--- config.mk ---
export PLATFORM = sky130hd
export DESIGN_NAME = rv_regfile
export DESIGN_NICKNAME = d
export VERILOG_FILES = /design/src/design/rv_core_pkg.sv /design/src/design/rv_regfile.sv
export SDC_FILE = /design/constraint.sdc
export NUM_CORES = 2
export LEC_CHECK = 0
export ABC_CLOCK_PERIOD_IN_PS = 5870
export BUFFER_PORTS_ARGS = -buffer_cell sky130_fd_sc_hd__buf_2
export CAP_MARGIN = 20
export CORE_MARGIN = 2
export CORE_UTILIZATION = 38
export DETAILED_ROUTE_END_ITERATION = 10
export GPL_ROUTABILITY_DRIVEN = 0
export GPL_TIMING_DRIVEN = 0
export SKIP_LAST_GASP = 1
export SLEW_MARGIN = 5
export SYNTH_ARGS = -nofsm -noshare
export SYNTH_HDL_FRONTEND = slang
export SYNTH_SLANG_ARGS = --single-unit
--- constraint.sdc ---
create_clock -name clk -period 5.87 [get_ports clk]
set_input_delay 0.587 -clock clk [delete_from_list [all_inputs] [get_ports clk]]
set_output_delay 0.587 -clock clk [all_outputs]
set_load 0.02 [all_outputs]
--- src/design/rv_core_pkg.sv ---
`default_nettype none

package rv_core_pkg;

    localparam int XLEN_DEFAULT = 64;
    localparam int REG_ADDR_W   = 5;
    localparam int ILEN         = 32;

    // major opcodes
    localparam logic [6:0] OP_REG = 7'b0110011;
    localparam logic [6:0] OP_IMM = 7'b0010011;
    localparam logic [6:0] OP_LUI = 7'b0110111;

    // funct3, shared by register and immediate forms
    localparam logic [2:0] FUNCT3_ADD_SUB = 3'b000;
    localparam logic [2:0] FUNCT3_SLL     = 3'b001;
    localparam logic [2:0] FUNCT3_SLT     = 3'b010;
    localparam logic [2:0] FUNCT3_SLTU    = 3'b011;
    localparam logic [2:0] FUNCT3_XOR     = 3'b100;
    localparam logic [2:0] FUNCT3_SRL_SRA = 3'b101;
    localparam logic [2:0] FUNCT3_OR      = 3'b110;
    localparam logic [2:0] FUNCT3_AND     = 3'b111;

    localparam int ALU_OP_W = 4;

    localparam logic [ALU_OP_W-1:0] ALU_ADD    = 4'd0;
    localparam logic [ALU_OP_W-1:0] ALU_SUB    = 4'd1;
    localparam logic [ALU_OP_W-1:0] ALU_SLL    = 4'd2;
    localparam logic [ALU_OP_W-1:0] ALU_SLT    = 4'd3;
    localparam logic [ALU_OP_W-1:0] ALU_SLTU   = 4'd4;
    localparam logic [ALU_OP_W-1:0] ALU_XOR    = 4'd5;
    localparam logic [ALU_OP_W-1:0] ALU_SRL    = 4'd6;
    localparam logic [ALU_OP_W-1:0] ALU_SRA    = 4'd7;
    localparam logic [ALU_OP_W-1:0] ALU_OR     = 4'd8;
    localparam logic [ALU_OP_W-1:0] ALU_AND    = 4'd9;
    localparam logic [ALU_OP_W-1:0] ALU_PASS_B = 4'd10;

    typedef struct packed {
        logic [6:0]            funct7;
        logic [REG_ADDR_W-1:0] rs2;
        logic [REG_ADDR_W-1:0] rs1;
        logic [2:0]            funct3;
        logic [REG_ADDR_W-1:0] rd;
        logic [6:0]            opcode;
    } r_fmt_t;

    typedef struct packed {
        logic [11:0]           imm;
        logic [REG_ADDR_W-1:0] rs1;
        logic [2:0]            funct3;
        logic [REG_ADDR_W-1:0] rd;
        logic [6:0]            opcode;
    } i_fmt_t;

    typedef struct packed {
        logic [19:0]           imm;
        logic [REG_ADDR_W-1:0] rd;
        logic [6:0]            opcode;
    } u_fmt_t;

    // one instruction word, three views
    typedef union packed {
        r_fmt_t r;
        i_fmt_t i;
        u_fmt_t u;
    } instr_t;

endpackage

`default_nettype wire

--- src/design/rv_regfile.sv ---
`timescale 1ns/1ps
`default_nettype none

module rv_regfile #(
    parameter int XLEN = rv_core_pkg::XLEN_DEFAULT
) (
    input  wire                                 clk,
    input  wire                                 i_reset,
    input  wire                                 i_we,
    input  wire [rv_core_pkg::REG_ADDR_W-1:0]   i_waddr,
    input  wire [XLEN-1:0]                      i_wdata,
    input  wire [rv_core_pkg::REG_ADDR_W-1:0]   i_raddr1,
    input  wire [rv_core_pkg::REG_ADDR_W-1:0]   i_raddr2,
    output logic [XLEN-1:0]                     o_rdata1,
    output logic [XLEN-1:0]                     o_rdata2
);

    localparam int NUM_REGS = 2 ** rv_core_pkg::REG_ADDR_W;

    // no storage for x0
    logic [XLEN-1:0] regs [1:NUM_REGS-1];

    always_ff @(posedge clk) begin
        if (i_reset) begin
            for (int i = 1; i < NUM_REGS; i++) begin
                regs[i] <= '0;
            end
        end else if (i_we && (i_waddr != '0)) begin
            regs[i_waddr] <= i_wdata;
        end
    end

    assign o_rdata1 = (i_raddr1 == '0) ? '0 : regs[i_raddr1];
    assign o_rdata2 = (i_raddr2 == '0) ? '0 : regs[i_raddr2];

endmodule

`default_nettype wire

### After elaboration in Yosys (flattened, before gate mapping)

Memory sizes are Yosys's and may differ from the RTL's.
Cells that the tools add are included.

| storage, ports and cells | value |
|---|---|
| logic and storage cells | 16 |
| flip-flop bits (word level) | 0 |
| input port bits | 82 |
| memories kept | 1 |
| memory bits (writable) | 1,984 |
| output and inout bits | 128 |

| cells by class | value |
|---|---|
| reductions and logical operators | 5 |
| mux-type cells | 10 |

Memories:

| memory | words | bits a word | read ports | clocked after memory_dff | write ports | RTL line | text |
|---|---|---|---|---|---|---|---|
| regs | 31 | 64 | 2 | 0 | 31 | rv_regfile.sv:21 | `logic [XLEN-1:0] regs [1:NUM_REGS-1];` |

Operators by type and width:

| kind | number |
|---|---|
| 64-bit two-way mux | 3 |
| 64-bit OR reduction | 1 |
| 5-bit logical NOT | 2 |
| 1-bit two-way mux | 6 |
| 5-bit two-way mux | 1 |
| 5-bit nonzero test | 1 |
| 1-bit logical AND | 1 |

### Logic depth before layout (Yosys ltp)

| depth | value |
|---|---|
| depth in word-level cells | 7 |
| depth in mapped cells | 10 |
| gate-level depth less buffers | 5 |

### Worst setup path before layout

Ideal clock, no wire load.

| path | value |
|---|---|
| path kind | input -> output |
| start | input i_raddr1[0] in the netlist's numbering |
| end | output o_rdata1[42] |
| arrival time | 2.732 ns |
| setup slack | 2.551 ns |
| stages | 9 |
| data required time | 5.283 ns |
| buffers on the path | 5 |
| path through | buf_4 > buf_6 > buf_6 > buf_6 > buf_8 > mux2i_1 > o22ai_1 > a211oi_1 > a2111oi_0 |

| on the way | value |
|---|---|
| cells in the longest elaborated chain, start to end | 2 |
| elaborated cells between the ends (all ways) | 3 |
| those cells by class | mux (1); reduce/logical (1); memory (1) |

Ends and longest elaborated chain:

| what | RTL line | text |
|---|---|---|
| start: declaration | rv_regfile.sv:12 | `input wire [rv_core_pkg::REG_ADDR_W-1:0] i_raddr1,` |
| memory 31 x 64 bit / 5-bit logical NOT (equally long branches) | -- |  |
| 64-bit two-way mux (*) | rv_regfile.sv:33 | `assign o_rdata1 = (i_raddr1 == '0) ? '0 : regs[i_raddr1];` |
| end: declaration | rv_regfile.sv:14 | `output logic [XLEN-1:0] o_rdata1,` |

Mark *: on every way between the ends. The rest lies on a longest branch, timed or not.

### Worst setup path after layout

| path | value |
|---|---|
| start | input i_raddr2[0] in the netlist's numbering |
| end | output o_rdata2[30] |

| on the way | value |
|---|---|
| cells in the longest elaborated chain, start to end | 2 |
| elaborated cells between the ends (all ways) | 3 |
| those cells by class | mux (1); reduce/logical (1); memory (1) |

Ends and longest elaborated chain:

| what | RTL line | text |
|---|---|---|
| start: declaration | rv_regfile.sv:13 | `input wire [rv_core_pkg::REG_ADDR_W-1:0] i_raddr2,` |
| memory 31 x 64 bit / 5-bit logical NOT (equally long branches) | -- |  |
| 64-bit two-way mux (*) | rv_regfile.sv:34 | `assign o_rdata2 = (i_raddr2 == '0) ? '0 : regs[i_raddr2];` |
| end: declaration | rv_regfile.sv:15 | `output logic [XLEN-1:0] o_rdata2` |

Marks and branches as above.

==> flow_metrics.tcl <==
set metrics [dict create \
    status "finished with violations" \
    violations "negative setup slack" \
    vias 77700 \
    synth_mux_area_share_pct 23.5 \
    synth_fa_ha_area_share_pct 0 \
    tritoncts "yes" \
    reg_top3 "regs (2048)" \
    top_register "regs" \
    grt_max_degree 43 \
    critPathKind "primary input to output port" \
    avgRoutedWirePerCell_um 43.3 \
    synth_compound_area_share_pct 3.75 \
    synth_xor_xnor_area_share_pct 0 \
    synth_area_per_cell_um2 15.3 \
    globalRouteTotalUtil_pct 34.4 \
    start_kind "primary input" \
    arrival_ns 5.51 \
    setup_viol 5 \
    cap_viol_max_count 0 \
    synthFlopType "edfxtp_1" \
    ioPinCount 210 \
    rsz0062_at_grt "false" \
    yosys.area_share.simple_pct 12.8 \
    first_pass_iters 9 \
    htreeDepth 4 \
    async_flop_share_pct 0 \
    synth_cells 7055 \
    crit_required_ns 5.28 \
    drc_errors 0 \
    synth_seq_cells 2048 \
    grt_pass1_vias 73800 \
    endpoint_kind "output port" \
    slew_headroom_pct 0.813 \
    synth_top_area_cell "edfxtp_1" \
    postCtsSetupBuffers 0 \
    hpwl_um 360000 \
    routed_wl_um 507000 \
    initial_core_util_pct 38.3 \
    fmax_mhz 164 \
    vias_per_cell 6.65 \
    dieWidth_um 538 \
    layout.nets 7805 \
    synth_top_area_share_pct 56.8 \
    tightest_slew_ns 1.49 \
    synth_edf_count 2048 \
    clk_path_buf_depth 4 \
    crit_fanout 10 \
    ant_nets 0 \
    vdd_drop_max_v 0.000266 \
    fin_hold_ws_ns 0.0294 \
    synth_area_um2 108000 \
    drive_above_1_share_pct 24.1 \
    finalPower_mw 37.4 \
    cts_sinks 2048 \
    io_buffers 204 \
    synth.yosys.warnings 0 \
    synth-seq-area-share_pct 56.8 \
    largest_reg_flops 2048 \
    grt_pass1_wl_um 660000 \
    cts_buffers 218 \
    cellPowerDensity_nw_per_um2 301 \
    clkTransAtPathRegs_ns 0.07 \
    antenna_found_initial 91 \
    coreArea_um2 283000 \
    synthTopCellsByArea "edfxtp_1 (57%), mux4_2 (19%), and2_1 (11%)" \
    leakage_nw 43.0 \
    synth_top_family_by_area "multiplexers" \
    syn_to_final_growth_pct 14.8 \
    die_area_um2 289000 \
    hold_path_class "primary input to register" \
    report.final.slew_viol_count 0 \
    drtIter0Drc 14500 \
    rows 195 \
    layout_min_cycle_time_ns 6.10 \
    finalHoldViolCount 0 \
    die_height_um 538 \
    grt_overflow 0 \
    period_share_pct 104 \
    netlist-cell-type-count 43 \
    cts-root-buf "clkbuf_16" \
    worst_slack_ns -0.231 \
    fillers 25100 \
]
-- placed cells by master, fill, tap and decap left out, types with 53 or more instances in the layout --
cell type,synthesis,final
and2_1,1986,1986
clkbuf_16,0,221
a221oi_1,57,57
o221ai_1,55,55
conb_1,1,64
buf_2,103,318
mux2_2,120,120
mux4_2,906,906
nand2_1,109,109
nor2_1,58,56
dlygate4sd3_1,0,61
mux2i_1,365,365
edfxtp_1,2048,2048
diode_2,0,53
buf_4,40,54
clkbuf_1,586,607
a22oi_1,74,74
o22ai_1,100,100
-- cell families after synthesis --
logic type | after synthesis
buffers and inverters | 791
AOI/OAI and AO/OA | 540
muxes | 1391
and+or+nand+nor | 2284
DFF | 2048
other | 1
-- path summary, 6_finish.rpt --
path | depth (start not counted) | to | slack (ns) | startpoint
worst min-delay path | 1 | regs[0][53] | 0.03 | i_wdata[53]
worst max-delay path | 8 | o_rdata2[30] | -0.23 | i_raddr2[0]
-- critical path, cell delays in order --
cell       delay [ns]
clkbuf_1         0.54
buf_4            0.56
buf_2            0.62
buf_2            0.68
mux4_2           0.58
mux2i_1          0.79
o2111ai_1        0.68
buf_2            0.39
-- power by group --
part	switching, mW	total (mW)	internal (mW)	leakage [nW]
sequential	0.409	17.3	16.9	19.5
clock	6.23	14.4	8.18	3.44
combinational	3.75	5.67	1.92	20.1
total	10.4	37.4	27.0	43.0
-- per-layer routing --
| metal | global-route usage, % | up-vias | routed length [um] |
|---|---|---|---|
| met2 | 48.8 | 7132 | 211000 |
| met3 | 15.5 | 1915 | 80200 |
| met1 | 40.3 | 40000 | 165000 |
| met4 | 27.6 | 36 | 49800 |
| li1 | - | 28600 | - |
| met5 | 0.526 | - | 266 |
-- per-stage QoR --
stage	cells	setup TNS [ns]	setup slack, ns	utilization [%]	instance area [um^2]
floorplan	7118	0	2.55	-	108000
global placement	11100	-2.90	-0.902	40.4	114000
detailed placement	11200	0	0.461	41.1	116000
CTS	11600	0	0.446	43.8	124000
global route	11700	0	0.181	43.9	124000
finish	11700	-0.430	-0.231	44.0	124000
-- cell usage after synthesis, drive strengths merged, types with 31 or more instances --
master	number
o22ai	100
a22oi	74
a21oi	50
edfxtp	2048
clkbuf	587
o221ai	55
buf	202
and3	31
mux2i	365
a221oi	57
mux2	120
nand2	109
nor2	58
mux4	906
and2	1986
or2	35
a21o	42
-- timing repair --
| item | 4_1_cts | 5_1_grt |
|---|---|---|
| hold buffers | 61 | 0 |
| hold endpoints to repair | 70 | 0 |
| gates resized for setup | 0 | 0 |
| endpoints found under the setup margin | 0 | 0 |
-- cell type report --
class                   count  area [um^2]  share of cell area (%)
repair buffers            385         3750                    3.02
multi-input cells        4279        43700                    35.2
clock inverters           125         1360                    1.09
flip-flops and latches   2048        61500                    49.5
diodes                     53          133                   0.107
clock buffers             266         5700                    4.58
well taps                3743         4680                    3.77
inverters                   2         7.51                 0.00604
plain buffers             789         3470                    2.79
No activity file was read; power rests on OpenSTA's default activity.
