<file path="src/design/rv_core_pkg.sv">
`default_nettype none

package rv_core_pkg;

    localparam int XLEN_DEFAULT = 64;
    localparam int REG_ADDR_W   = 5;
    localparam int ILEN         = 32;

    // major opcodes
    localparam logic [6:0] OP_REG = 7'b0110011;
    localparam logic [6:0] OP_IMM = 7'b0010011;
    localparam logic [6:0] OP_LUI = 7'b0110111;

    // funct3, shared by register and immediate forms
    localparam logic [2:0] FUNCT3_ADD_SUB = 3'b000;
    localparam logic [2:0] FUNCT3_SLL     = 3'b001;
    localparam logic [2:0] FUNCT3_SLT     = 3'b010;
    localparam logic [2:0] FUNCT3_SLTU    = 3'b011;
    localparam logic [2:0] FUNCT3_XOR     = 3'b100;
    localparam logic [2:0] FUNCT3_SRL_SRA = 3'b101;
    localparam logic [2:0] FUNCT3_OR      = 3'b110;
    localparam logic [2:0] FUNCT3_AND     = 3'b111;

    localparam int ALU_OP_W = 4;

    localparam logic [ALU_OP_W-1:0] ALU_ADD    = 4'd0;
    localparam logic [ALU_OP_W-1:0] ALU_SUB    = 4'd1;
    localparam logic [ALU_OP_W-1:0] ALU_SLL    = 4'd2;
    localparam logic [ALU_OP_W-1:0] ALU_SLT    = 4'd3;
    localparam logic [ALU_OP_W-1:0] ALU_SLTU   = 4'd4;
    localparam logic [ALU_OP_W-1:0] ALU_XOR    = 4'd5;
    localparam logic [ALU_OP_W-1:0] ALU_SRL    = 4'd6;
    localparam logic [ALU_OP_W-1:0] ALU_SRA    = 4'd7;
    localparam logic [ALU_OP_W-1:0] ALU_OR     = 4'd8;
    localparam logic [ALU_OP_W-1:0] ALU_AND    = 4'd9;
    localparam logic [ALU_OP_W-1:0] ALU_PASS_B = 4'd10;

    typedef struct packed {
        logic [6:0]            funct7;
        logic [REG_ADDR_W-1:0] rs2;
        logic [REG_ADDR_W-1:0] rs1;
        logic [2:0]            funct3;
        logic [REG_ADDR_W-1:0] rd;
        logic [6:0]            opcode;
    } r_fmt_t;

    typedef struct packed {
        logic [11:0]           imm;
        logic [REG_ADDR_W-1:0] rs1;
        logic [2:0]            funct3;
        logic [REG_ADDR_W-1:0] rd;
        logic [6:0]            opcode;
    } i_fmt_t;

    typedef struct packed {
        logic [19:0]           imm;
        logic [REG_ADDR_W-1:0] rd;
        logic [6:0]            opcode;
    } u_fmt_t;

    // one instruction word, three views
    typedef union packed {
        r_fmt_t r;
        i_fmt_t i;
        u_fmt_t u;
    } instr_t;

endpackage

`default_nettype wire

</file>
<file path="src/design/rv_decoder.sv">
`timescale 1ns/1ps
`default_nettype none

module rv_decoder #(
    parameter int XLEN = rv_core_pkg::XLEN_DEFAULT
) (
    input  wire rv_core_pkg::instr_t                i_instr,
    output logic [rv_core_pkg::REG_ADDR_W-1:0]      o_rs1,
    output logic [rv_core_pkg::REG_ADDR_W-1:0]      o_rs2,
    output logic [rv_core_pkg::REG_ADDR_W-1:0]      o_rd,
    output logic [rv_core_pkg::ALU_OP_W-1:0]        o_alu_op,
    output logic [XLEN-1:0]                         o_imm,
    output logic                                    o_use_imm,
    output logic                                    o_reg_we
);

    logic [rv_core_pkg::ILEN-1:0] word;
    logic                         alt;
    logic                         supported;

    // bit 30 picks SUB over ADD and SRA over SRL
    function automatic logic [rv_core_pkg::ALU_OP_W-1:0] alu_op_of(
        input logic [2:0] f3,
        input logic       alt_bit,
        input logic       is_reg
    );
        logic [rv_core_pkg::ALU_OP_W-1:0] op;
        case (f3)
            rv_core_pkg::FUNCT3_ADD_SUB: op = (is_reg && alt_bit) ? rv_core_pkg::ALU_SUB
                                                                  : rv_core_pkg::ALU_ADD;
            rv_core_pkg::FUNCT3_SLL:     op = rv_core_pkg::ALU_SLL;
            rv_core_pkg::FUNCT3_SLT:     op = rv_core_pkg::ALU_SLT;
            rv_core_pkg::FUNCT3_SLTU:    op = rv_core_pkg::ALU_SLTU;
            rv_core_pkg::FUNCT3_XOR:     op = rv_core_pkg::ALU_XOR;
            rv_core_pkg::FUNCT3_SRL_SRA: op = alt_bit ? rv_core_pkg::ALU_SRA
                                                      : rv_core_pkg::ALU_SRL;
            rv_core_pkg::FUNCT3_OR:      op = rv_core_pkg::ALU_OR;
            default:                     op = rv_core_pkg::ALU_AND;
        endcase
        return op;
    endfunction

    assign word = i_instr;
    assign alt  = word[30];

    always_comb begin
        supported = 1'b1;
        o_rs1     = i_instr.r.rs1;
        o_rs2     = '0;
        o_imm     = '0;
        o_use_imm = 1'b1;
        o_alu_op  = rv_core_pkg::ALU_PASS_B;
        case (i_instr.r.opcode)
            rv_core_pkg::OP_REG: begin
                o_rs2     = i_instr.r.rs2;
                o_use_imm = 1'b0;
                o_alu_op  = alu_op_of(i_instr.r.funct3, alt, 1'b1);
            end
            rv_core_pkg::OP_IMM: begin
                o_rs1    = i_instr.i.rs1;
                o_imm    = XLEN'($signed(i_instr.i.imm));
                o_alu_op = alu_op_of(i_instr.i.funct3, alt, 1'b0);
            end
            rv_core_pkg::OP_LUI: begin
                // x0 + imm, sign extended from bit 31
                o_rs1 = '0;
                o_imm = XLEN'($signed({i_instr.u.imm, 12'b0}));
            end
            default: begin
                // retires as a no-op, pass of a zero immediate
                supported = 1'b0;
                o_rs1     = '0;
            end
        endcase
    end

    assign o_rd     = i_instr.r.rd;
    assign o_reg_we = supported && (o_rd != '0);

endmodule

`default_nettype wire

</file>
<file path="config.mk">
export PLATFORM = sky130hd
export DESIGN_NAME = rv_decoder
export DESIGN_NICKNAME = d
export VERILOG_FILES = /design/src/design/rv_core_pkg.sv /design/src/design/rv_decoder.sv
export SDC_FILE = /design/constraint.sdc
export NUM_CORES = 1
export LEC_CHECK = 0
export BUFFER_PORTS_ARGS = -buffer_cell sky130_fd_sc_hd__buf_4
export CORE_ASPECT_RATIO = 1.5
export CORE_MARGIN = 4
export CORE_UTILIZATION = 32
export DETAILED_ROUTE_END_ITERATION = 8
export PLACE_DENSITY_LB_ADDON = 0.25
export SLEW_MARGIN = 0
export SYNTH_ARGS = -nofsm -noshare
export SYNTH_HDL_FRONTEND = slang
export SYNTH_SLANG_ARGS = --single-unit
</file>
<file path="constraint.sdc">
create_clock -name vclk -period 5.45
set_clock_uncertainty 0.05 [all_clocks]
set_input_delay 1.3625 -clock vclk [all_inputs]
set_output_delay 1.3625 -clock vclk [all_outputs]
set_load 0.01 [all_outputs]
</file>
# Yosys cells after proc, flatten, opt, wreduce, memory -nomap -nowiden
# Cells that the tools add are included.
# Widths: inputs -> output; s select.
[op_classes]
eq_ne = 9
reduce_logical = 5
muxes = 10
[op_table]
columns = ["op", "n"]
rows = [
  ["$pmux 64 s2", 1],
  ["$pmux 4 s7", 2],
  ["$eq 7x6->1 const B", 2],
  ["$mux 5", 2],
  ["$eq 3x3->1 const B", 3],
  ["$pmux 4 s2", 1],
  ["$eq 7x5->1 const B", 1],
  ["$eq 3x2->1 const B", 2],
  ["$reduce_bool 5->1", 1],
  ["$mux 1", 4],
  ["$eq 3x1->1 const B", 1],
  ["$logic_not 3->1", 1],
  ["$reduce_or 3->1", 1],
  ["$reduce_or 2->1", 1],
  ["$logic_and 1x1->1", 1],
]
[totals]
inputBits = 32
ff_bits = 0

# Logic depth before layout (Yosys ltp)
# Gate-level depths: netlist of run 1.
[logic_depth]
ltp_word = 4
ltp_mapped = 6
mapped_depth_nobuf = 3

# Worst setup path before layout of run 1
# No wires, ideal clock.
[synth_path]
kind = "input to output"
startpoint = "input port i_instr[1] in the netlist's numbering"
endpoint = "output port o_imm[32]"
t_required_ns = 4.038
stages = 6
path_slack_ns = 0.399
n_path_buf = 3
t_arrival_ns = 3.639
cell_sequence = "nand2_2 -> or4b_1 -> clkbuf_2 -> buf_6 -> nor2_1 -> buf_4"
[synth_between]
elab_chain_len = 2
word_cells_on_any_way = 3
[synth_rtl]
columns = ["item", "line_no", "source"]
rows = [
  ["start, declared", "rv_decoder.sv:7", "input wire rv_core_pkg::instr_t i_instr,"],
  ["$eq 7x6->1 / $eq 7x5->1 (equally long branches)", "rv_decoder.sv:53", "case (i_instr.r.opcode)"],
  ["$pmux 64 s2 (*)", "rv_decoder.sv:53", ""],
  ["end, declared", "rv_decoder.sv:12", "output logic [XLEN-1:0] o_imm,"],
]
# Mark *: on every way between the ends. The rest lies on a longest branch, timed or not.

# Final worst setup path of run 1
# Ends and elaborated chain as after synthesis.

==> metrics.md, run 1 <==
| Metric | Value |
|---|---|
| Status | completed |
| Max incr delay on CP | 0.83 ns |
| Post-Syn Nets | 167 |
| Post-CTS sizing | 0 |
| Post-synthesis sequential area ratio | 0 |
| Synthesis-to-layout area growth | 68.9% |
| Crit Path Max Fanout | 33 |
| Syn Inst Count | 135 |
| Avg Inst Size Synth | 6.17 um2 |
| Std-Cell Rows | 22 |
| Maximum vdd drop | 0.0328 mV |
| Final number of setup-violating endpoints | 0 |
| Clock buffers | 0 |
| Most frequent cell after synthesis | buf_4 |
| Top post-synthesis cells by area | buf_4 (33%), and2_1 (14%), a21oi_1 (13%), nand2_1 (11%), buf_6 (5.4%) |
| Initial antenna violation count | 0 |
| Crit start category | input port |
| Grt ovf | 0 |
| Hold buffer count at CTS | 0 |
| Peak Freq | 0.224 GHz |
| Netlist cell types | 24 |
| Crit end category | primary output |
| Synth top area share | 0.333 |
| Largest net degree at the start of global routing | 34 |
| Critical path class | in -> out |
| Total GRT Usage | 0.160 |
| Minimum clock period | 4.46 ns |
| Initial core utilization | 0.336 |
| Final net count | 241 |
| Number of fill cells | 259 |
| Total core area | 2480 um2 |
| Leading area contributor after synthesis | buf_4 |
| Hold Fails Final Rpt | 0 |
| RSZ-0062 raised after global routing | no |
| Post-CTS Setup Repair Bufs | 0 |
| Post-detailed-route count of antenna-violating nets | 0 |
| # diodes | 0 |
| Vias/cell | 4.71 |
| First-pass GRT wire length | 4750 um |
| Power per cell area | 35.0 nW/um2 |
| Total iterations of the first detailed-routing run | 4 |
| Total power | 0.0493 mW |
| Share of layout cells above drive strength 1 | 0.599 |
| Seq_cells | 0 |
| Max-Cap Viols | 0 |
| Setup TNS | 0 ns |
| Worst Tran Pin Value | 0.733 ns |
| Total number of vias | 1,089 |
| Routed len/inst | 13.7 um |
| Die Width | 49.7 um |
| CP arrival | 3.05 ns |
| Leak pwr | 0.788 nW |
| Hold WC Path Type | in -> out |
| Headroom to the max-slew limit | 0.511 |
| Final Max Tran Viols | 0 |
| Register area | 0 um2 |
| CP max-delay cell | or4b_1 |
| PnR worst setup slack | 0.990 ns |
| Yosys warns | 0 |
| Critical path cell sequence | buf_4 -> nand2_2 -> or4b_1 -> nor2_2 -> buf_4 -> buf_4 |
| Critical Path RT | 4.04 ns |
| Final std cells w/o fill | 231 |
| Die area | 3500 um2 |
| Final routed DRC violation total | 0 |
| 1st-iter DRT viols | 33 |
| Drt total wl | 3160 um |
| Hold depth | 2 |
| I/O pins | 117 |
| # port buffers | 117 |
| Hold_sp | i_instr[7] |
| Final Util | 0.568 |
| Vias in the first global route | 1,037 |
| Die Span Y | 70.5 um |
| Fraction of the cycle the final worst path needs | 0.818 |
| Gpl congestion | 0.723 |
| Dpl hpwl | 2590 um |
| Hold endpoint | o_rd[0] |
| CP most frequent cell | buf_4 |
| Post-Place Cells | 231 |
| Multi-input logic area | 488 um2 |
| Post-synth design cell area | 833 um2 |
| List of most frequent post-synthesis cells | buf_4 (37), nand2_1 (25), a21oi_1 (22), and2_1 (18), and3_1 (5) |
| Pre-CTS setup slack | 0.968 ns |
==> placed cells by master, fill, tap and decap left out, types with 2 or more instances in the layout <==
master and instances:
and2_1 18, and3_1 5, nor2_1 2, nor2b_1 2
a21oi_1 22, nand2_1 25, o21ai_0 2, buf_4 118
==> worst max path at each step <==
| stage | to | slack (ns) | cells after the start | start |
|---|---|---|---|---|
| finish | o_imm[32] | 0.99 | 6 | i_instr[1] |
| global route | o_imm[62] | 0.82 | 6 | i_instr[1] |
| CTS | o_imm[52] | 0.96 | 6 | i_instr[1] |
| detailed placement | o_imm[52] | 0.97 | 6 | i_instr[1] |
| global placement | o_imm[31] | 1.01 | 6 | i_instr[1] |
| floorplan | o_imm[32] | 0.40 | 6 | i_instr[1] |
==> worst max-delay path: cells and delay by family <==
kind | cells | cell delay (ns)
buffers and inverters | 3 | 0.55
AND/OR/NAND/NOR | 3 | 1.12
==> metrics by stage <==
stage / hold slack (ns) / instance area, um2
after floorplan: 2.71 / 833
after global placement: 2.86 / 1410
after detailed placement: 2.86 / 1410
after CTS: 2.86 / 1410
after global routing: 2.87 / 1410
final: 2.86 / 1410
==> report_power, final <==
| group | switching [mW] | total [mW] | internal (mW) |
|---|---|---|---|
| registers | 0 | 0 | 0 |
| clock network | 0 | 0 | 0 |
| logic | 0.0235 | 0.0493 | 0.0258 |
| total | 0.0235 | 0.0493 | 0.0258 |
==> area by class of cell <==
cell class         count  share of cell area
inverters              1             0.00267
multi-input cells     88               0.347
well taps             24              0.0213
repair buffers       118               0.629
==> kinds of logic (layout without fill, tap and decap cells) <==
group,after synthesis,after routing,share of synthesized area
AND/OR/NAND/NOR,61,61,0.413
buffers and inverters,47,119,0.417
AO/OA/AOI/OAI,27,27,0.170
==> per-layer routing <==
| metal | routed length, um | global-route usage |
|---|---|---|
| met5 | 0 | 0 |
| met4 | 14 | 0.00923 |
| met3 | 354 | 0.0320 |
| met2 | 1740 | 0.331 |
| met1 | 1050 | 0.164 |
No activity file was read; power rests on OpenSTA's default activity.
==> run 2: changes to the inputs <==
Settings changed: CORE_UTILIZATION 32 to 29.
Clock period 5.45 ns to 3.83 ns, I/O delays scaled along.
==> metrics.md, run 2 (synthesis results as in run 1) <==
| Metric | Value |
|---|---|
| Status | completed (unchanged) |
| Initial antenna violation count | 0 (unchanged) |
| Crit Path Max Fanout | 33 (unchanged) |
| Total core area | 2710 um2 (was 2480 um2) |
| Fraction of the cycle the final worst path needs | 0.890 |
| Vias/cell | 4.49 (was 4.71) |
| Setup TNS | 0 ns (unchanged) |
| Headroom to the max-slew limit | 0.602 (was 0.511) |
| Grt ovf | 0 (unchanged) |
| Minimum clock period | 3.41 ns |
| Clock buffers | 0 (unchanged) |
| Leak pwr | 0.797 nW (was 0.788 nW) |
| Post-CTS sizing | 0 (unchanged) |
| Hold depth | 2 (unchanged) |
| Routed len/inst | 13.2 um (was 13.7 um) |
| I/O pins | 117 (unchanged) |
| Power per cell area | 49.5 nW/um2 (was 35.0 nW/um2) |
| Total power | 0.0713 mW (was 0.0493 mW) |
| # diodes | 0 (unchanged) |
| Register area | 0 um2 (unchanged) |
| Post-detailed-route count of antenna-violating nets | 0 (unchanged) |
| Dpl hpwl | 2650 um (was 2590 um) |
| Hold Fails Final Rpt | 0 (unchanged) |
| Clk pwr share | 0 (about the same) |
| Final Cell Area | 1440 um2 (was 1410 um2) |
| Final Util | 0.532 (was 0.568) |
| Maximum vdd drop | 0.0310 mV (was 0.0328 mV) |
| Post-Place Cells | 246 (was 231) |
| Crit start category | input port (unchanged) |
| Initial core utilization | 0.308 (was 0.336) |
| CP Launch Point | i_instr[1] (unchanged) |
| Final std cells w/o fill | 246 (was 231) |
| Std-Cell Rows | 23 (was 22) |
| DP Area | 1440 um2 (was 1410 um2) |
| Crit end category | primary output (unchanged) |
| Total GRT Usage | 0.152 (was 0.160) |
| Hold endpoint | o_rd[4] (was o_rd[0]) |
| Share of layout cells above drive strength 1 | 0.603 (was 0.599) |
| Die Width | 51.8 um (was 49.7 um) |
| First-pass GRT wire length | 4790 um (was 4750 um) |
| Cell-internal power | 0.0376 mW (was 0.0258 mW) |
| Final Max Tran Viols | 0 (unchanged) |
| Flop pwr share | 0 (about the same) |
| Vias in the first global route | 1,020 (was 1,037) |
| Synthesis-to-layout area growth | 72.7% (was 68.9%) |
| Most frequent cells in the layout | buf_4 (120), nand2_1 (25), a21oi_1 (22) (was buf_4 (118), nand2_1 (25), a21oi_1 (22)) |
| Seq_cells | 0 (unchanged) |
| Comb power frac | 1.000 (about the same) |
| Max-Cap Viols | 0 (unchanged) |
| Hold buffer count at CTS | 0 (unchanged) |
| Final net count | 243 (was 241) |
| Hold_sp | i_instr[11] (was i_instr[7]) |
| Commonest non-fill, non-tap cell in the layout | buf_4 (unchanged) |
| Worst Tran Pin Value | 0.595 ns (was 0.733 ns) |
| Number of fill cells | 291 (was 259) |
| Die area | 3810 um2 (was 3500 um2) |
| Final number of setup-violating endpoints | 0 (unchanged) |
| # port buffers | 117 (unchanged) |
| Gpl congestion | 0.717 (was 0.723) |
| Peak Freq | 0.293 GHz |
| Largest net degree at the start of global routing | 34 (unchanged) |
| Final routed DRC violation total | 0 (unchanged) |
| Total number of vias | 1,105 (was 1,089) |
| Die Span Y | 73.7 um (was 70.5 um) |
| Switching power | 0.0337 mW (was 0.0235 mW) |
| 1st-iter DRT viols | 21 (was 33) |
| Total iterations of the first detailed-routing run | 2 (was 4) |
| CP arrival | 2.40 ns (was 3.05 ns) |
| Critical path class | in -> out (unchanged) |
| Hold WC Path Type | in -> out (unchanged) |
| Drt total wl | 3240 um (was 3160 um) |
| Critical Path RT | 2.82 ns (was 4.04 ns) |
| RSZ-0062 raised after global routing | no (unchanged) |
| Post-CTS Setup Repair Bufs | 0 (unchanged) |
| Switching share of total power | 0.473 (was 0.477) |
==> run 2: changes by cell type in the layout (fill, tap and decap cells not counted), sizes merged <==
cell / change
buf: +2
==> run 2: per-layer routing <==
layer  routed length (um)  share of wire  track usage  vias to the layer above
met3                  374           0.12       0.0467                        0
li1                     -              -            -                      555
met2                 1720           0.53        0.297                       64
met4                    0              0      0.00875                        0
met1                 1150           0.35        0.161                      486
met5                    0              0            0                        -
==> run 2: worst max-delay path by stage <==
stage               depth (start not counted)  slack (ns)         to
floorplan                                   6        0.04  o_imm[32]
global placement                            6        0.45  o_imm[31]
detailed placement                          6        0.41  o_imm[60]
CTS                                         6        0.40  o_imm[60]
global route                                6        0.29  o_imm[62]
finish                                      6        0.42  o_imm[60]
==> run 2: power by group through the flow <==
stage / Sequential, mW / Clock, mW / Combinational [mW]
floorplan: 0 / 0 / 0.0322
global placement: 0 / 0 / 0.0698
detailed placement: 0 / 0 / 0.0716
CTS: 0 / 0 / 0.0718
global route: 0 / 0 / 0.0781
finish: 0 / 0 / 0.0713
==> run 2: final cells by class <==
| class | instances | area, um2 | share of cell area |
|---|---|---|---|
| repair buffers | 120 | 901 | 0.626 |
| inverters | 1 | 3.75 | 0.00261 |
| multi-input cells | 88 | 488 | 0.339 |
| well taps | 37 | 46.3 | 0.0322 |
==> run 2: worst max-delay path: stages <==
cell     delay [ns]
buf_4          0.08
nand2_2        0.09
or4b_1         0.65
nor2_2         0.15
buf_4          0.29
buf_4          0.18
==> run 2: stage by stage <==
step / setup WS [ns] / hold slack (ns)
floorplan: 0.0436 / 1.90
global placement: 0.455 / 2.05
detailed placement: 0.409 / 2.05
CTS: 0.405 / 2.05
global route: 0.291 / 2.06
finish: 0.422 / 2.05
==> run 3: changes to the inputs <==
Settings changed: CORE_UTILIZATION 29 to 32.
Clock period 3.83 ns to 3.17 ns, I/O delays scaled along.
==> metrics.md, run 3 (synthesis results as in run 1) <==
| Metric | Value |
|---|---|
| Max-Cap Viols | 0 (unchanged) |
| Total GRT Usage | 0.166 (was 0.152) |
| Std-Cell Rows | 22 (was 23) |
| I/O pins | 117 (unchanged) |
| CP max-delay cell | or4b_1 (unchanged) |
| Initial antenna violation count | 0 (unchanged) |
| Drt total wl | 3260 um (was 3240 um) |
| Share of layout cells above drive strength 1 | 0.605 (was 0.603) |
| Number of fill cells | 248 (was 291) |
| Final Util | 0.584 (was 0.532) |
| Hold buffer count at CTS | 0 (unchanged) |
| Maximum vdd drop | 0.0519 mV (was 0.0310 mV) |
| PnR worst setup slack | 0.175 ns (was 0.422 ns) |
| Post-detailed-route count of antenna-violating nets | 0 (unchanged) |
| CP arrival | 2.15 ns (was 2.40 ns) |
| Crit start category | input port (unchanged) |
| Grt ovf | 0 (unchanged) |
| Routed len/inst | 13.9 um (was 13.2 um) |
| Final number of setup-violating endpoints | 0 (unchanged) |
| Crit end category | primary output (unchanged) |
| CP most frequent cell | buf_4 (unchanged) |
| Total core area | 2480 um2 (was 2710 um2) |
| Die Span Y | 70.5 um (was 73.7 um) |
| Vias in the first global route | 1,061 (was 1,020) |
| Worst Tran Pin Value | 0.578 ns (was 0.595 ns) |
| Clock buffers | 0 (unchanged) |
| Critical Path RT | 2.33 ns (was 2.82 ns) |
| Status | completed (unchanged) |
| Die area | 3500 um2 (was 3810 um2) |
| Most frequent cells in the layout | buf_4 (120), nand2_1 (25), a21oi_1 (22) (unchanged) |
| Largest net degree at the start of global routing | 34 (unchanged) |
| Gpl congestion | 0.729 (was 0.717) |
| Final net count | 244 (was 243) |
| # port buffers | 117 (unchanged) |
| Hold WC Path Type | in -> out (unchanged) |
| Headroom to the max-slew limit | 0.614 (was 0.602) |
| Vias/cell | 4.80 (was 4.49) |
| Max incr delay on CP | 0.64 ns (was 0.65 ns) |
| Initial core utilization | 0.336 (was 0.308) |
| Die Width | 49.7 um (was 51.8 um) |
| Total iterations of the first detailed-routing run | 4 (was 2) |
| Critical path cell sequence | buf_4 -> nand2_2 -> or4b_1 -> buf_4 -> a21oi_1 -> buf_4 (was buf_4 -> nand2_2 -> or4b_1 -> nor2_2 -> buf_4 -> buf_4) |
| Post-Place Cells | 234 (was 246) |
| 1st-iter DRT viols | 18 (was 21) |
| Power per cell area | 60.1 nW/um2 (was 49.5 nW/um2) |
| Critical path class | in -> out (unchanged) |
| # diodes | 0 (unchanged) |
| Leak pwr | 0.804 nW (was 0.797 nW) |
| Final std cells w/o fill | 234 (was 246) |
| DP Area | 1450 um2 (was 1440 um2) |
| Final Cell Area | 1450 um2 (was 1440 um2) |
| Post-CTS sizing | 0 (unchanged) |
| Total number of vias | 1,124 (was 1,105) |
| RSZ-0062 raised after global routing | no (unchanged) |
| Peak Freq | 0.334 GHz |
| Synthesis-to-layout area growth | 73.7% (was 72.7%) |
| Seq_cells | 0 (unchanged) |
| Minimum clock period | 2.99 ns |
| Total power | 0.0870 mW (was 0.0713 mW) |
| Post-CTS Setup Repair Bufs | 0 (unchanged) |
| Setup TNS | 0 ns (unchanged) |
| Top Family by Delay on Critical Path | simple AND/OR/NAND/NOR gates (unchanged) |
| First-pass GRT wire length | 4930 um (was 4790 um) |
| Commonest non-fill, non-tap cell in the layout | buf_4 (unchanged) |
| Hold slack | 1.72 ns (was 2.05 ns) |
| Crit Path Max Fanout | 11 (was 33) |
| Final routed DRC violation total | 0 (unchanged) |
| Fraction of the cycle the final worst path needs | 0.945 |
| Final Max Tran Viols | 0 (unchanged) |
| Pre-CTS setup slack | 0.176 ns (was 0.409 ns) |
| Dpl hpwl | 2720 um (was 2650 um) |
| Worst path bufs/invs | 3 (unchanged) |
| Hold Fails Final Rpt | 0 (unchanged) |
| Register area | 0 um2 (unchanged) |
## run 3: cell types whose count changed in the layout (fill, tap and decap cells not counted)
cell,change
buf_12,+1
nor2_2,-1
nor2_4,+1
## run 3: final timing paths
path | start | end | slack (ns) | depth (start not counted)
worst max-delay path | i_instr[1] | o_imm[29] | 0.18 | 6
worst min-delay path | i_instr[10] | o_rd[3] | 1.72 | 2
## run 3: where the power goes
group	switching, mW	internal, mW
Combinational	0.0410	0.0459
Clock	0	0
Sequential	0	0
## run 3: final cells by class
class	instances	area (um2)	area share
multi-input cells	88	493	0.341
inverters	1	3.75	0.00259
well taps	24	30.0	0.0207
repair buffers	121	921	0.636
## run 3: layer usage
metal | GRT usage | vias to the layer above | share of wire
li1 | - | 554 | -
met1 | 0.167 | 493 | 0.33
met2 | 0.324 | 73 | 0.54
met3 | 0.0554 | 4 | 0.12
met4 | 0.0246 | 0 | 0.014
met5 | 0 | - | 0
