<file path="src/design/rv_core_pkg.sv">
`default_nettype none

package rv_core_pkg;

    localparam int XLEN_DEFAULT = 64;
    localparam int REG_ADDR_W   = 5;
    localparam int ILEN         = 32;

    // major opcodes
    localparam logic [6:0] OP_REG = 7'b0110011;
    localparam logic [6:0] OP_IMM = 7'b0010011;
    localparam logic [6:0] OP_LUI = 7'b0110111;

    // funct3, shared by register and immediate forms
    localparam logic [2:0] FUNCT3_ADD_SUB = 3'b000;
    localparam logic [2:0] FUNCT3_SLL     = 3'b001;
    localparam logic [2:0] FUNCT3_SLT     = 3'b010;
    localparam logic [2:0] FUNCT3_SLTU    = 3'b011;
    localparam logic [2:0] FUNCT3_XOR     = 3'b100;
    localparam logic [2:0] FUNCT3_SRL_SRA = 3'b101;
    localparam logic [2:0] FUNCT3_OR      = 3'b110;
    localparam logic [2:0] FUNCT3_AND     = 3'b111;

    localparam int ALU_OP_W = 4;

    localparam logic [ALU_OP_W-1:0] ALU_ADD    = 4'd0;
    localparam logic [ALU_OP_W-1:0] ALU_SUB    = 4'd1;
    localparam logic [ALU_OP_W-1:0] ALU_SLL    = 4'd2;
    localparam logic [ALU_OP_W-1:0] ALU_SLT    = 4'd3;
    localparam logic [ALU_OP_W-1:0] ALU_SLTU   = 4'd4;
    localparam logic [ALU_OP_W-1:0] ALU_XOR    = 4'd5;
    localparam logic [ALU_OP_W-1:0] ALU_SRL    = 4'd6;
    localparam logic [ALU_OP_W-1:0] ALU_SRA    = 4'd7;
    localparam logic [ALU_OP_W-1:0] ALU_OR     = 4'd8;
    localparam logic [ALU_OP_W-1:0] ALU_AND    = 4'd9;
    localparam logic [ALU_OP_W-1:0] ALU_PASS_B = 4'd10;

    typedef struct packed {
        logic [6:0]            funct7;
        logic [REG_ADDR_W-1:0] rs2;
        logic [REG_ADDR_W-1:0] rs1;
        logic [2:0]            funct3;
        logic [REG_ADDR_W-1:0] rd;
        logic [6:0]            opcode;
    } r_fmt_t;

    typedef struct packed {
        logic [11:0]           imm;
        logic [REG_ADDR_W-1:0] rs1;
        logic [2:0]            funct3;
        logic [REG_ADDR_W-1:0] rd;
        logic [6:0]            opcode;
    } i_fmt_t;

    typedef struct packed {
        logic [19:0]           imm;
        logic [REG_ADDR_W-1:0] rd;
        logic [6:0]            opcode;
    } u_fmt_t;

    // one instruction word, three views
    typedef union packed {
        r_fmt_t r;
        i_fmt_t i;
        u_fmt_t u;
    } instr_t;

endpackage

`default_nettype wire

</file>
<file path="src/design/rv_operand_bypass.sv">
`timescale 1ns/1ps
`default_nettype none

module rv_operand_bypass #(
    parameter int XLEN = rv_core_pkg::XLEN_DEFAULT
) (
    input  wire [rv_core_pkg::REG_ADDR_W-1:0]   i_rs1,
    input  wire [rv_core_pkg::REG_ADDR_W-1:0]   i_rs2,
    input  wire [XLEN-1:0]                      i_rf_data1,
    input  wire [XLEN-1:0]                      i_rf_data2,
    input  wire                                 i_ex_valid,
    input  wire                                 i_ex_we,
    input  wire [rv_core_pkg::REG_ADDR_W-1:0]   i_ex_rd,
    input  wire [XLEN-1:0]                      i_ex_result,
    input  wire                                 i_wb_valid,
    input  wire                                 i_wb_we,
    input  wire [rv_core_pkg::REG_ADDR_W-1:0]   i_wb_rd,
    input  wire [XLEN-1:0]                      i_wb_result,
    output logic [XLEN-1:0]                     o_op1,
    output logic [XLEN-1:0]                     o_op2
);

    // newest producer wins, the ALU stage is younger than writeback
    function automatic logic [XLEN-1:0] pick(
        input logic [rv_core_pkg::REG_ADDR_W-1:0] rs,
        input logic [XLEN-1:0]                    rf_data
    );
        logic [XLEN-1:0] value;
        value = rf_data;
        if (rs != '0) begin
            if (i_ex_valid && i_ex_we && (i_ex_rd == rs)) begin
                value = i_ex_result;
            end else if (i_wb_valid && i_wb_we && (i_wb_rd == rs)) begin
                value = i_wb_result;
            end
        end
        return value;
    endfunction

    always_comb begin
        o_op1 = pick(i_rs1, i_rf_data1);
        o_op2 = pick(i_rs2, i_rf_data2);
    end

endmodule

`default_nettype wire

</file>
<file path="config.mk">
export PLATFORM = sky130hd
export DESIGN_NAME = rv_operand_bypass
export DESIGN_NICKNAME = d
export VERILOG_FILES = /design/src/design/rv_core_pkg.sv /design/src/design/rv_operand_bypass.sv
export SDC_FILE = /design/constraint.sdc
export NUM_CORES = 1
export LEC_CHECK = 0
export ABC_AREA = 1
export BUFFER_PORTS_ARGS = -buffer_cell sky130_fd_sc_hd__clkbuf_2
export CAP_MARGIN = 20
export CORE_AREA = 2 2 160 162
export DETAILED_ROUTE_END_ITERATION = 10
export DIE_AREA = 0 0 162 164
export GPL_TIMING_DRIVEN = 0
export SETUP_SLACK_MARGIN = 0.3
export SYNTH_ARGS = -nofsm -noshare
export SYNTH_HDL_FRONTEND = slang
export SYNTH_SLANG_ARGS = --single-unit
</file>
<file path="constraint.sdc">
create_clock -name vclk -period 1.1
set_clock_uncertainty 0.05 [all_clocks]
set_input_delay 0.055 -clock vclk [all_inputs]
set_output_delay 0.055 -clock vclk [all_outputs]
set_load 0.01 [all_outputs]
</file>
Word level (Yosys, flattened, before mapping)
Cells that the tools add are included.
{ "op_classes": {"eq_ne": 4, "n_mux": 6, "reduce_logical": 8} }
{ "op_table": {"columns": ["operator", "n"], "rows": [
  ["2-to-1 mux 64 bit", 6],
  ["equality test 5 bit", 4],
  ["nonzero test 5 bit", 2],
  ["logical AND 1 bit", 6]
]} }
{ "word_totals": {"regBits": 0, "in_bits": 280, "output_inout_bits": 128, "wordCells": 18} }

Longest topological paths before layout
Gate-level depths: netlist (run 1).
{ "logic_depth": {"word_depth": 5, "ltp_mapped": 11, "mapped_depth_nobuf": 9} }

Worst setup path before layout (run 1)
Ideal clock, no wire load.
{ "synth_timing": {"path_kind": "in2out", "from": "input i_rs1[1] in the netlist's numbering", "to": "output o_op1[10]", "arrival_time_ps": 1099, "required_ps": 995, "slack_ps": -104, "path_stages": 9, "path_buffers": 1, "cell_sequence": "inv_1 -> nand2_1 -> nand2_1 -> nor2_4 -> nand3_2 -> nand2_2 -> buf_4 -> a21oi_1 -> nor2_1"} }
{ "synth_via": {"elab_chain_cells": 5, "elab_cells_between_ends": 8, "classes_between": "eq/ne: 2; mux: 3; reduce/logical: 3"} }
{ "synth_rtl": {"columns": ["element", "line_no", "source"], "rows": [
  ["from (decl)", "rv_operand_bypass.sv:7", "input wire [rv_core_pkg::REG_ADDR_W-1:0] i_rs1,"],
  ["equality test 5 bit", "rv_operand_bypass.sv:33", "end else if (i_wb_valid && i_wb_we && (i_wb_rd == rs)) begin"],
  ["logical AND 1 bit", "rv_operand_bypass.sv:33", null],
  ["2-to-1 mux 64 bit", "rv_operand_bypass.sv:33", null],
  ["2-to-1 mux 64 bit", "rv_operand_bypass.sv:31", "if (i_ex_valid && i_ex_we && (i_ex_rd == rs)) begin"],
  ["2-to-1 mux 64 bit *", "rv_operand_bypass.sv:30", "if (rs != '0) begin"],
  ["to (decl)", "rv_operand_bypass.sv:19", "output logic [XLEN-1:0] o_op1,"]
]} }
Mark *: on every way between the ends. The rest lies on a longest branch, timed or not.

Final worst setup path (run 1)
{ "layout_timing": {"from": "input i_rs2[1] in the netlist's numbering", "to": "output o_op2[21]"} }
{ "layout_via": {"elab_chain_cells": 5, "elab_cells_between_ends": 8, "classes_between": "eq/ne: 2; mux: 3; reduce/logical: 3"} }
{ "layout_rtl": {"columns": ["element", "line_no", "source"], "rows": [
  ["from (decl)", "rv_operand_bypass.sv:8", "input wire [rv_core_pkg::REG_ADDR_W-1:0] i_rs2,"],
  ["equality test 5 bit", "rv_operand_bypass.sv:33", null],
  ["logical AND 1 bit", "rv_operand_bypass.sv:33", null],
  ["2-to-1 mux 64 bit", "rv_operand_bypass.sv:33", null],
  ["2-to-1 mux 64 bit", "rv_operand_bypass.sv:31", null],
  ["2-to-1 mux 64 bit *", "rv_operand_bypass.sv:30", null],
  ["to (decl)", "rv_operand_bypass.sv:20", "output logic [XLEN-1:0] o_op2"]
]} }
Marked as above.

==> results.txt, run 1 <==
The run finished, with violations left. The final reports fail on setup timing. Entering global routing, the biggest net connects 11 pins. The final layout contains routed wiring with a total length of between 30000 and 40000 um. The ratio of total power to cell area came out at 319 nW/um^2. The average cell area after synthesis came out at about 4.4 um^2. Among cell families on the critical path, the largest total delay comes from buffers and inverters. The number of antenna violations at the first check in global routing is 0. The number of input and output port buffers inserted is 408.

The final RePlAce weighted congestion came out at 0.887. The finished cells cover about 9900 um^2. The chip height is 164 um. The buffering stage count on the worst path with inverters included came out at 6.

The number of vias in the routed layout is 9162. The critical path data required time came out at 1.00 ns. Counting tap cells, the placed design contains a total of about 1800 instances. The relative area change from synthesis to final layout is 107%. The critical-path maximum fanout came out at 7. The number of cells produced by synthesis is 1102. After detailed routing, the average wire length per cell comes to 16.9 um.

The number of sequential storage elements came out at 0. The layout has 0 clock buffers. Across the run, the number of max-cap violations was 0.

The leakage power figure came out at 0.00559 uW. The final-layout worst hold slack is approximately 0.34 ns. The kind of launch point of the worst setup path is an input port. In this run the worst hold path is classified as in2out. The HPWL after detailed placement came out at 24200 um. The shortest clock period the worst path allows after layout is 1.62 ns. Sorting the synthesized cells by how often they occur yields 514 x sky130_fd_sc_hd__nor2_1, 188 x sky130_fd_sc_hd__nand2_1, 126 x sky130_fd_sc_hd__a21oi_1, 126 x sky130_fd_sc_hd__nand4_1, 43 x sky130_fd_sc_hd__clkbuf_1. The transition at the pin with the smallest max-transition slack came out at around 0.28 ns. The most common cell in the synthesized netlist is sky130_fd_sc_hd__nor2_1. The number of endpoints failing setup at the final stage came out at 128.

For this run, design rule violations remaining after detail routing come to 0. The peak clock frequency supported by timing is 0.617 GHz. The final max-slew violation count was 0. The final hold violation count was 0. The final net count came out at roughly 1800. The aggregate global routing overflow came out at 0.

The number of standard cells in the final layout excluding fillers is about 1900. After detailed routing, the number of vias per cell comes to about 4.8. The global-route wire length before repair is 46600 um.

The number of I/O pins is 408. The number of inserted filler cells in the final layout is 2705. The relative max-transition margin is 0.811. The distinct cell type count of the synthesized netlist is 19. 0 antenna diodes ended up in the layout. The post-route fraction of the period consumed by the critical path came out at 1.47. Across the VDD grid, the largest voltage drop is between 0.1 and 0.15 mV.

The post-synthesis instance area came out at 4810 um^2. The number of DRC markers after the initial detailed-route iteration is 643. The data arrival time of the critical path came out at roughly 1.5 ns. The core footprint came out at 24800 um^2.

The worst setup path is of the in2out kind. The placed standard-cell area came out at 8020 um^2. The via count of the first global-routing pass was around 8600. The count of TritonRoute iterations in the first routing pass came out at 5. The signal on the critical path passes through clkbuf_16, nand2_4, nand2_4, nor2_4, nand3_4, buf_12, clkinv_16, buf_12, buf_16, nor2_2, nor2_2, nor2_1, buf_2. The critical path's largest stage delay is between 0.2 and 0.25 ns. The overall routing resource usage came out at 0.220.

Prior to clock tree synthesis, the placed netlist has a worst setup slack of -1.16 ns. For this design, the slowest cell found on the critical path is sky130_fd_sc_hd__nor2_4. The sequential-to-total area share from yosys stat came out at 0.

The net count after synthesis is 1382. The area of the multi-input gates is ~5000 um^2. The worst setup path is captured at an output pin. Of the cells placed in the final design, the portion with a size suffix greater than 1 is 0.525. The initial core utilization came out at 0.194. The horizontal extent of the die came out at 162 um. The number of antenna-violating nets in the routed design came out at 0. The largest total area in the synthesized netlist belongs to sky130_fd_sc_hd__nor2_1. Setup repair after global routing could not meet its margin everywhere. The top-area cell type share of the netlist area came out at 0.401.

Setup slack on the critical path of the routed design comes to -0.520 ns. The floorplan has 58 rows. The register cell area after layout came out at 0 um^2. The final sum of negative setup slack came out at -54.19 ns. The floorplan step defined a die boundary enclosing 26600 um^2. Sorting the synthesized cells by area gives the leading types as sky130_fd_sc_hd__nor2_1 40%, sky130_fd_sc_hd__nand4_1 16%, sky130_fd_sc_hd__nand2_1 15%. The Yosys step of the flow raised 0 warnings.
layout make-up:
cell class | instances | area share
inverters | 24 | 0.0219
repair inverters | 2 | 0.00226
plain buffers | 102 | 0.105
well taps | 330 | 0.0415
repair buffers | 459 | 0.311
multi-input cells | 976 | 0.518
metrics by stage:
| step | utilization | power (uW) |
|---|---|---|
| after floorplan | - | 1290 |
| after global placement | 0.323 | 2560 |
| after detailed placement | 0.323 | 2580 |
| after CTS | 0.379 | 2990 |
| after global routing | 0.401 | 3420 |
| final | 0.401 | 3170 |
power by group:
group          internal (uW)  switching (uW)  total, uW
Clock                      0               0          0
Combinational           1440            1730       3170
Sequential                 0               0          0
Total                   1440            1730       3170
worst paths after layout:
kind / start / endpoint / cells after the start / slack (ns)
min: i_rf_data1[47] / o_op1[47] / 4 / 0.34
max: i_rs2[1] / o_op2[21] / 13 / -0.52
layer usage:
metal | routed length, um | track usage | vias to the layer above
met1 | 13300 | 0.282 | 4134
met3 | 2190 | 0.0179 | 40
li1 | - | - | 4542
met4 | 584 | 0.0426 | 0
met5 | 0 | 0 | -
met2 | 16000 | 0.403 | 446
placed cells by master (no fill, tap or decap), types with 8 or more instances in the layout:
cell type                   Yosys  layout
sky130_fd_sc_hd__clkbuf_4       0      23
sky130_fd_sc_hd__nand2_1      188     152
sky130_fd_sc_hd__clkbuf_16      0      11
sky130_fd_sc_hd__a21oi_1      126      67
sky130_fd_sc_hd__buf_2         38      36
sky130_fd_sc_hd__buf_8          0      22
sky130_fd_sc_hd__buf_4         18      34
sky130_fd_sc_hd__nand4_1      126     126
sky130_fd_sc_hd__nor2_1       514     387
sky130_fd_sc_hd__inv_4          0       8
sky130_fd_sc_hd__a21oi_2        0      54
sky130_fd_sc_hd__nor2_4         6      20
sky130_fd_sc_hd__clkbuf_8       0      17
sky130_fd_sc_hd__nand2_2        1      17
sky130_fd_sc_hd__buf_12         0      17
sky130_fd_sc_hd__clkbuf_2       0     364
sky130_fd_sc_hd__buf_6          0      30
sky130_fd_sc_hd__nand2_4        1      19
sky130_fd_sc_hd__nor2_2         0     113
kinds of logic (layout without fill, tap and decap cells):
logic type      after synthesis  after routing  synth area share
simple gates                844            844             0.739
buf+inv                     126            587             0.122
compound gates              132            132             0.138
what timing repair did:
item / 4_1_cts / 5_1_grt
endpoints found under the setup margin: 128 / 128
gates resized for setup: 225 / 151
pin swaps: 57 / 47
hold buffers: 0 / 0
setup buffers: 33 / 5
cloned: 11 / 4
Power figures use the tool's default switching activity.
==> inputs of run 2 (changes only) <==
--- a/config.mk
+++ b/config.mk
@@ -11,7 +11,7 @@
 export CORE_AREA = 2 2 160 162
 export DETAILED_ROUTE_END_ITERATION = 10
 export DIE_AREA = 0 0 162 164
-export GPL_TIMING_DRIVEN = 0
+export GPL_TIMING_DRIVEN = 1
 export SETUP_SLACK_MARGIN = 0.3
 export SYNTH_ARGS = -nofsm -noshare
 export SYNTH_HDL_FRONTEND = slang
==> results.txt, run 2 (synthesized netlist as in run 1, its figures left out) <==
The overall power of the completed layout is 4030 uW (+27%). The logic depth of the worst path, buffers included was 14 (+1). The horizontal extent of the die is 162 um (unchanged). The critical path's largest stage delay came out at 0.17 ns (-0.05 ns). The transition at the pin with the smallest max-transition slack is 0.266 ns (-0.0173 ns). The clock tree buffer count of the final layout came out at 0 (unchanged). The cell that appears most often on the critical path is sky130_fd_sc_hd__buf_12. The number of endpoints failing setup at the final stage is 128 (unchanged).

The count of TritonRoute iterations in the first routing pass came out at 5 (unchanged). The number of sequential storage elements was 0 (unchanged). The number of DRC markers after the initial detailed-route iteration came out at 897 (+40%). The cell family contributing the most delay on the critical path is buffers and inverters. The run finished, with violations left.

The largest net degree at the start of global routing came out at 48 (+37). The initial core utilization was 0.194 (unchanged). The number of antenna-violating nets in the routed design came out at 0 (unchanged). The antenna cell count was 0 (unchanged). The worst vdd rail ir drop came out at 0.183 mV (+32%). The setup path with the least slack is of type in2out. The routed length per instance is 21.8 um (+29%). In the layout the commonest cells are 285 x sky130_fd_sc_hd__clkbuf_2, 281 x sky130_fd_sc_hd__nor2_1, 168 x sky130_fd_sc_hd__nor2_2. The HPWL after detailed placement is 22500 um (-7.3%).

The launching instance or port of the critical path is i_rs1[4]. The final RePlAce weighted congestion is 0.902 (+1.7%). The global-route wire length before repair came out at 53700 um (+15%). STA classifies the critical path startpoint as an input port.

The final max-slew violation count is 0 (unchanged). The post-cts hold buffer count was 0 (unchanged). The final worst setup slack is -0.560 ns (-0.0403 ns). The chip height is 164 um (unchanged). The row count is 58 (unchanged). The number of antenna violations at the first check in global routing was 0 (unchanged). The minimum setup slack after placement is -0.659 ns (+0.503 ns).

Traced cell by cell, the critical path runs through clkbuf_8, inv_4, nand2_1, nand2_2, nor2_4, nand3_4, buf_12, nand2_8, buf_12, buf_12, buf_16, a21oi_4, nor2_2, buf_2. The checks that failed: setup timing. The critical path data required time came to 1.00 ns (about the same). The sort of element at the end of the critical path is an output pin. The total wire length came to 42600 um (+33%). The number of input and output port buffers inserted is 408 (unchanged). The overall routing resource usage is 0.262 (+0.0417). The critical-path maximum fanout came to 8 (+1). The largest individual stage delay along the critical path comes from the cell sky130_fd_sc_hd__buf_12. The buffering stage count on the worst path with inverters included came out at 7 (+1). The number of vias in the routed layout came out at 10300 (+12%).

The final hold violation count came out at 0 (unchanged). The vias per cell is 5.26 (+8.7%). The ratio of total power to cell area came out at 320 nW/um^2 (+0.31%).

The core footprint is 24800 um^2 (unchanged). The post-route fraction of the period consumed by the critical path came out at 1.51 (+0.0367). The critical path ends at o_op1[17]. The cell total after placement is 1818 (-1.2%). The aggregate global routing overflow came out at 0 (unchanged). The register cell area after layout came out at 0 um^2 (unchanged). The share of cells above drive strength 1 came out at 0.651 (+0.125).

The relative max-transition margin came out at 0.822 (+0.0115). The number of standard cells in the final layout excluding fillers came to 1953 (+3.2%). The data arrival time of the critical path came out at 1.56 ns (+0.05 ns).

The via count of the first global-routing pass is 9290 (+8.6%). The end-of-flow core utilization came out at 0.508 (+0.107). The final-layout worst hold slack came out at 0.343 ns (-0.00218 ns). The class of the worst hold path is in2out. The final net count is 1905 (+3.3%). The shortest clock period the worst path allows after layout is 1.66 ns (+0.0403 ns).

The area growth from synthesis to layout is 162%. The number of I/O pins is 408 (unchanged). The peak clock frequency supported by timing came to 0.602 GHz (-2.4%). The number of violations of the max-capacitance limit is 0 (unchanged). The most common cell after layout, fill and taps aside is sky130_fd_sc_hd__clkbuf_2. The final routed DRC violation total was 0 (unchanged). Setup repair after global routing could not meet its margin everywhere.

The die area is 26600 um^2 (unchanged). The leakage power figure came out at 0.00638 uW (+14%).
## run 2: repair_timing
item / in CTS / in global routing
gates cloned: 34 / 25
setup endpoints to repair: 128 / 128
pin swaps: 75 / 157
gates resized for setup: 234 / 423
buffers inserted: 46 / 30
## run 2: cell type report
class | count | area (um^2)
fillers | 2388 | 12200
inverters | 24 | 204
repair buffers | 622 | 5960
well taps | 330 | 413
multi-input cells | 976 | 6020
repair inverters | 1 | 6.26
## run 2: stage by stage
| stage | cell area, um^2 | TNS [ns] |
|---|---|---|
| after detailed placement | 8310 | -65.83 |
| final | 12600 | -58.92 |
| after CTS | 10600 | -58.23 |
| after global placement | 8310 | -68.17 |
| after floorplan | 5560 | -5.98 |
| after global routing | 12600 | -66.12 |
## run 2: worst min-delay path, delay by kind of cell
family        cells  cell delay [ns]
buf+inv           2             0.19
simple gates      2             0.09
## run 2: power breakdown
part           internal (uW)  switching (uW)
clock                      0               0
sequential                 0               0
combinational           1910            2120
## run 2: metal layers
metal,GRT usage,vias to the layer above,share of wire
met2,0.468,673,0.48
met4,0.0768,0,0.039
met1,0.329,4777,0.38
met3,0.0301,134,0.093
met5,0,-,0
li1,-,4689,-
## run 2: worst min-delay path by stage
stage                         from   endpoint  depth (start not counted)
floorplan           i_rf_data1[47]  o_op1[47]                          2
global placement    i_rf_data1[47]  o_op1[47]                          4
detailed placement  i_rf_data2[41]  o_op2[41]                          4
CTS                 i_rf_data2[41]  o_op2[41]                          4
global route        i_rf_data1[47]  o_op1[47]                          4
finish              i_rf_data2[41]  o_op2[41]                          4
==> inputs of run 3 (changes only) <==
==> constraint.sdc (replaced) <==
create_clock -name vclk -period 1.1
set_clock_uncertainty 0.05 [all_clocks]
set_input_delay 0.055 -clock vclk [all_inputs]
set_output_delay 0.055 -clock vclk [all_outputs]
set_load 0.005 [all_outputs]
==> results.txt, run 3 (synthesized netlist as in run 1, its figures left out) <==
The transition at the pin with the smallest max-transition slack is 0.264 ns (-0.00251 ns). The critical path data required time is 1.00 ns (about the same). The post-route fraction of the period consumed by the critical path came to 1.47 (-0.0422). The placed standard-cell area was 8230 um^2 (-0.98%).

The number of violations of the max-capacitance limit is 0 (unchanged). The largest net degree at the start of global routing was 34 (-29%). The number of antenna violations at the first check in global routing is 1 (+1).

The share of cells above drive strength 1 came to 0.523 (-0.127). In this run the worst hold path is classified as in2out. The number of vias in the routed layout is 9690 (-5.7%). The global-route wire length before repair came out at 49200 um (-8.2%). The aggregate global routing overflow came to 0 (unchanged). The final net count came out at 1864 (-2.2%).

The vias per cell came out at 5.07 (-3.7%). The count of TritonRoute iterations in the first routing pass is 7 (+2). The final worst setup slack is -0.514 ns (+0.0464 ns). The core footprint is 24800 um^2 (unchanged). The ratio of total power to cell area came out at 307 nW/um^2 (-4.0%).

The die area came out at 26600 um^2 (unchanged). The routed length per instance came out at 18.8 um (-14%). Leaving out fill and tap cells, the most frequent cell in the layout is sky130_fd_sc_hd__nor2_1. The worst vdd rail ir drop is 0.138 mV (-24%). The leakage power figure is 0.00578 uW (-9.4%). The relative max-transition margin is 0.823 (+0.00103).

The final hold violation count came out at 0 (unchanged). The HPWL after detailed placement is 24000 um (+6.8%). The overall routing resource usage is 0.235 (-0.0267).

The chip height came out at 164 um (unchanged). The number of input and output port buffers inserted came out at 408 (unchanged). The final RePlAce weighted congestion came out at 0.939 (+4.0%). The library cells used most frequently in the layout, excluding fill and tap cells, are 411 x sky130_fd_sc_hd__nor2_1, 322 x sky130_fd_sc_hd__clkbuf_2, 156 x sky130_fd_sc_hd__nand2_1. The final routed DRC violation total is 0 (unchanged). The critical setup path kind is in2out. The total wire length came out at 36000 um (-15%).

The number of DRC markers after the initial detailed-route iteration came out at 922 (+2.8%). The clock tree buffer count of the final layout came out at 0 (unchanged). The number of sequential storage elements is 0 (unchanged).

The horizontal extent of the die is 162 um (unchanged). The initial core utilization is 0.194 (unchanged). The number of inserted filler cells in the final layout is 2596 (+8.7%). The post-cts hold buffer count is 0 (unchanged). The final design area excluding fillers is 10500 um^2 (-17%). The number of antenna-violating nets in the routed design came out at 0 (unchanged). The register cell area after layout is 0 um^2 (unchanged). Setup repair after global routing could not meet its margin everywhere.

The via count of the first global-routing pass came out at 8877 (-4.4%). The peak clock frequency supported by timing was 0.620 GHz (+2.9%). The final sum of negative setup slack is -54.20 ns (+4.72 ns). The number of endpoints failing setup at the final stage came out at 128 (unchanged).

The sort of element at the end of the critical path is an output pin. The final reports fail on setup timing. The flow ran to the end, but the final reports show violations. The final-layout worst hold slack came out at 0.338 ns (-0.00486 ns). The final max-slew violation count is 0 (unchanged). The data arrival time of the critical path came out at 1.51 ns (-0.05 ns). The worst setup path is launched from an input port. The antenna cell count came to 0 (unchanged). The relative area change from synthesis to final layout is 119%. The number of I/O pins is 408 (unchanged). The shortest clock period the worst path allows after layout is 1.61 ns (-0.0465 ns). The critical-path maximum fanout is 8 (unchanged). The row count came out at 58 (unchanged).
[run 3: routing by layer]
layer	vias to the layer above	GRT usage	wire length [um]
li1	4573	-	-
met5	-	0	13
met1	4369	0.287	13900
met4	2	0.0579	1220
met2	640	0.431	17600
met3	106	0.0341	3300
[run 3: worst paths after layout]
check                 cells past startpoint           start         to
worst max-delay path                     13      i_wb_rd[2]  o_op1[50]
worst min-delay path                      4  i_rf_data2[41]  o_op2[41]
[run 3: report_power, final]
| part | switching (uW) | total (uW) | leakage (uW) | internal, uW |
|---|---|---|---|---|
| registers | 0 | 0 | 0 | 0 |
| logic | 1680 | 3230 | 0.00578 | 1540 |
| clock network | 0 | 0 | 0 | 0 |
[run 3: layout make-up]
class | count | area, um^2 | area share
inverter | 24 | 140 | 0.0133
multi-input combinational | 976 | 5190 | 0.494
tap | 330 | 413 | 0.0393
timing repair buffer | 582 | 4770 | 0.454
[run 3: what timing repair did]
item	in CTS	in global routing
gates cloned	13	12
hold endpoints to repair	0	0
buffers inserted	26	4
endpoints found under the setup margin	128	128
resized for setup	160	289
pin swaps	85	115
[run 3: critical path: stages]
cell and delay, ns:
sky130_fd_sc_hd__buf_6 0.08, sky130_fd_sc_hd__inv_2 0.04, sky130_fd_sc_hd__nand2_1 0.07, sky130_fd_sc_hd__nand2_1 0.08
sky130_fd_sc_hd__nor2_2 0.15, sky130_fd_sc_hd__nand3_4 0.13, sky130_fd_sc_hd__buf_12 0.18, sky130_fd_sc_hd__nand2_8 0.10
sky130_fd_sc_hd__buf_12 0.16, sky130_fd_sc_hd__buf_12 0.13, sky130_fd_sc_hd__a21oi_2 0.05, sky130_fd_sc_hd__nor2_1 0.13
sky130_fd_sc_hd__buf_2 0.13
[run 3: metrics by stage]
stage	total power, uW	setup slack (ns)	utilization	std cells
final	3230	-0.514	0.424	1912
after global routing	3440	-0.581	0.424	1912
after CTS	2880	-0.463	0.381	1896
after detailed placement	2490	-0.571	0.332	1857
after global placement	2480	-0.582	0.332	1857
after floorplan	1040	-0.0118	-	1102
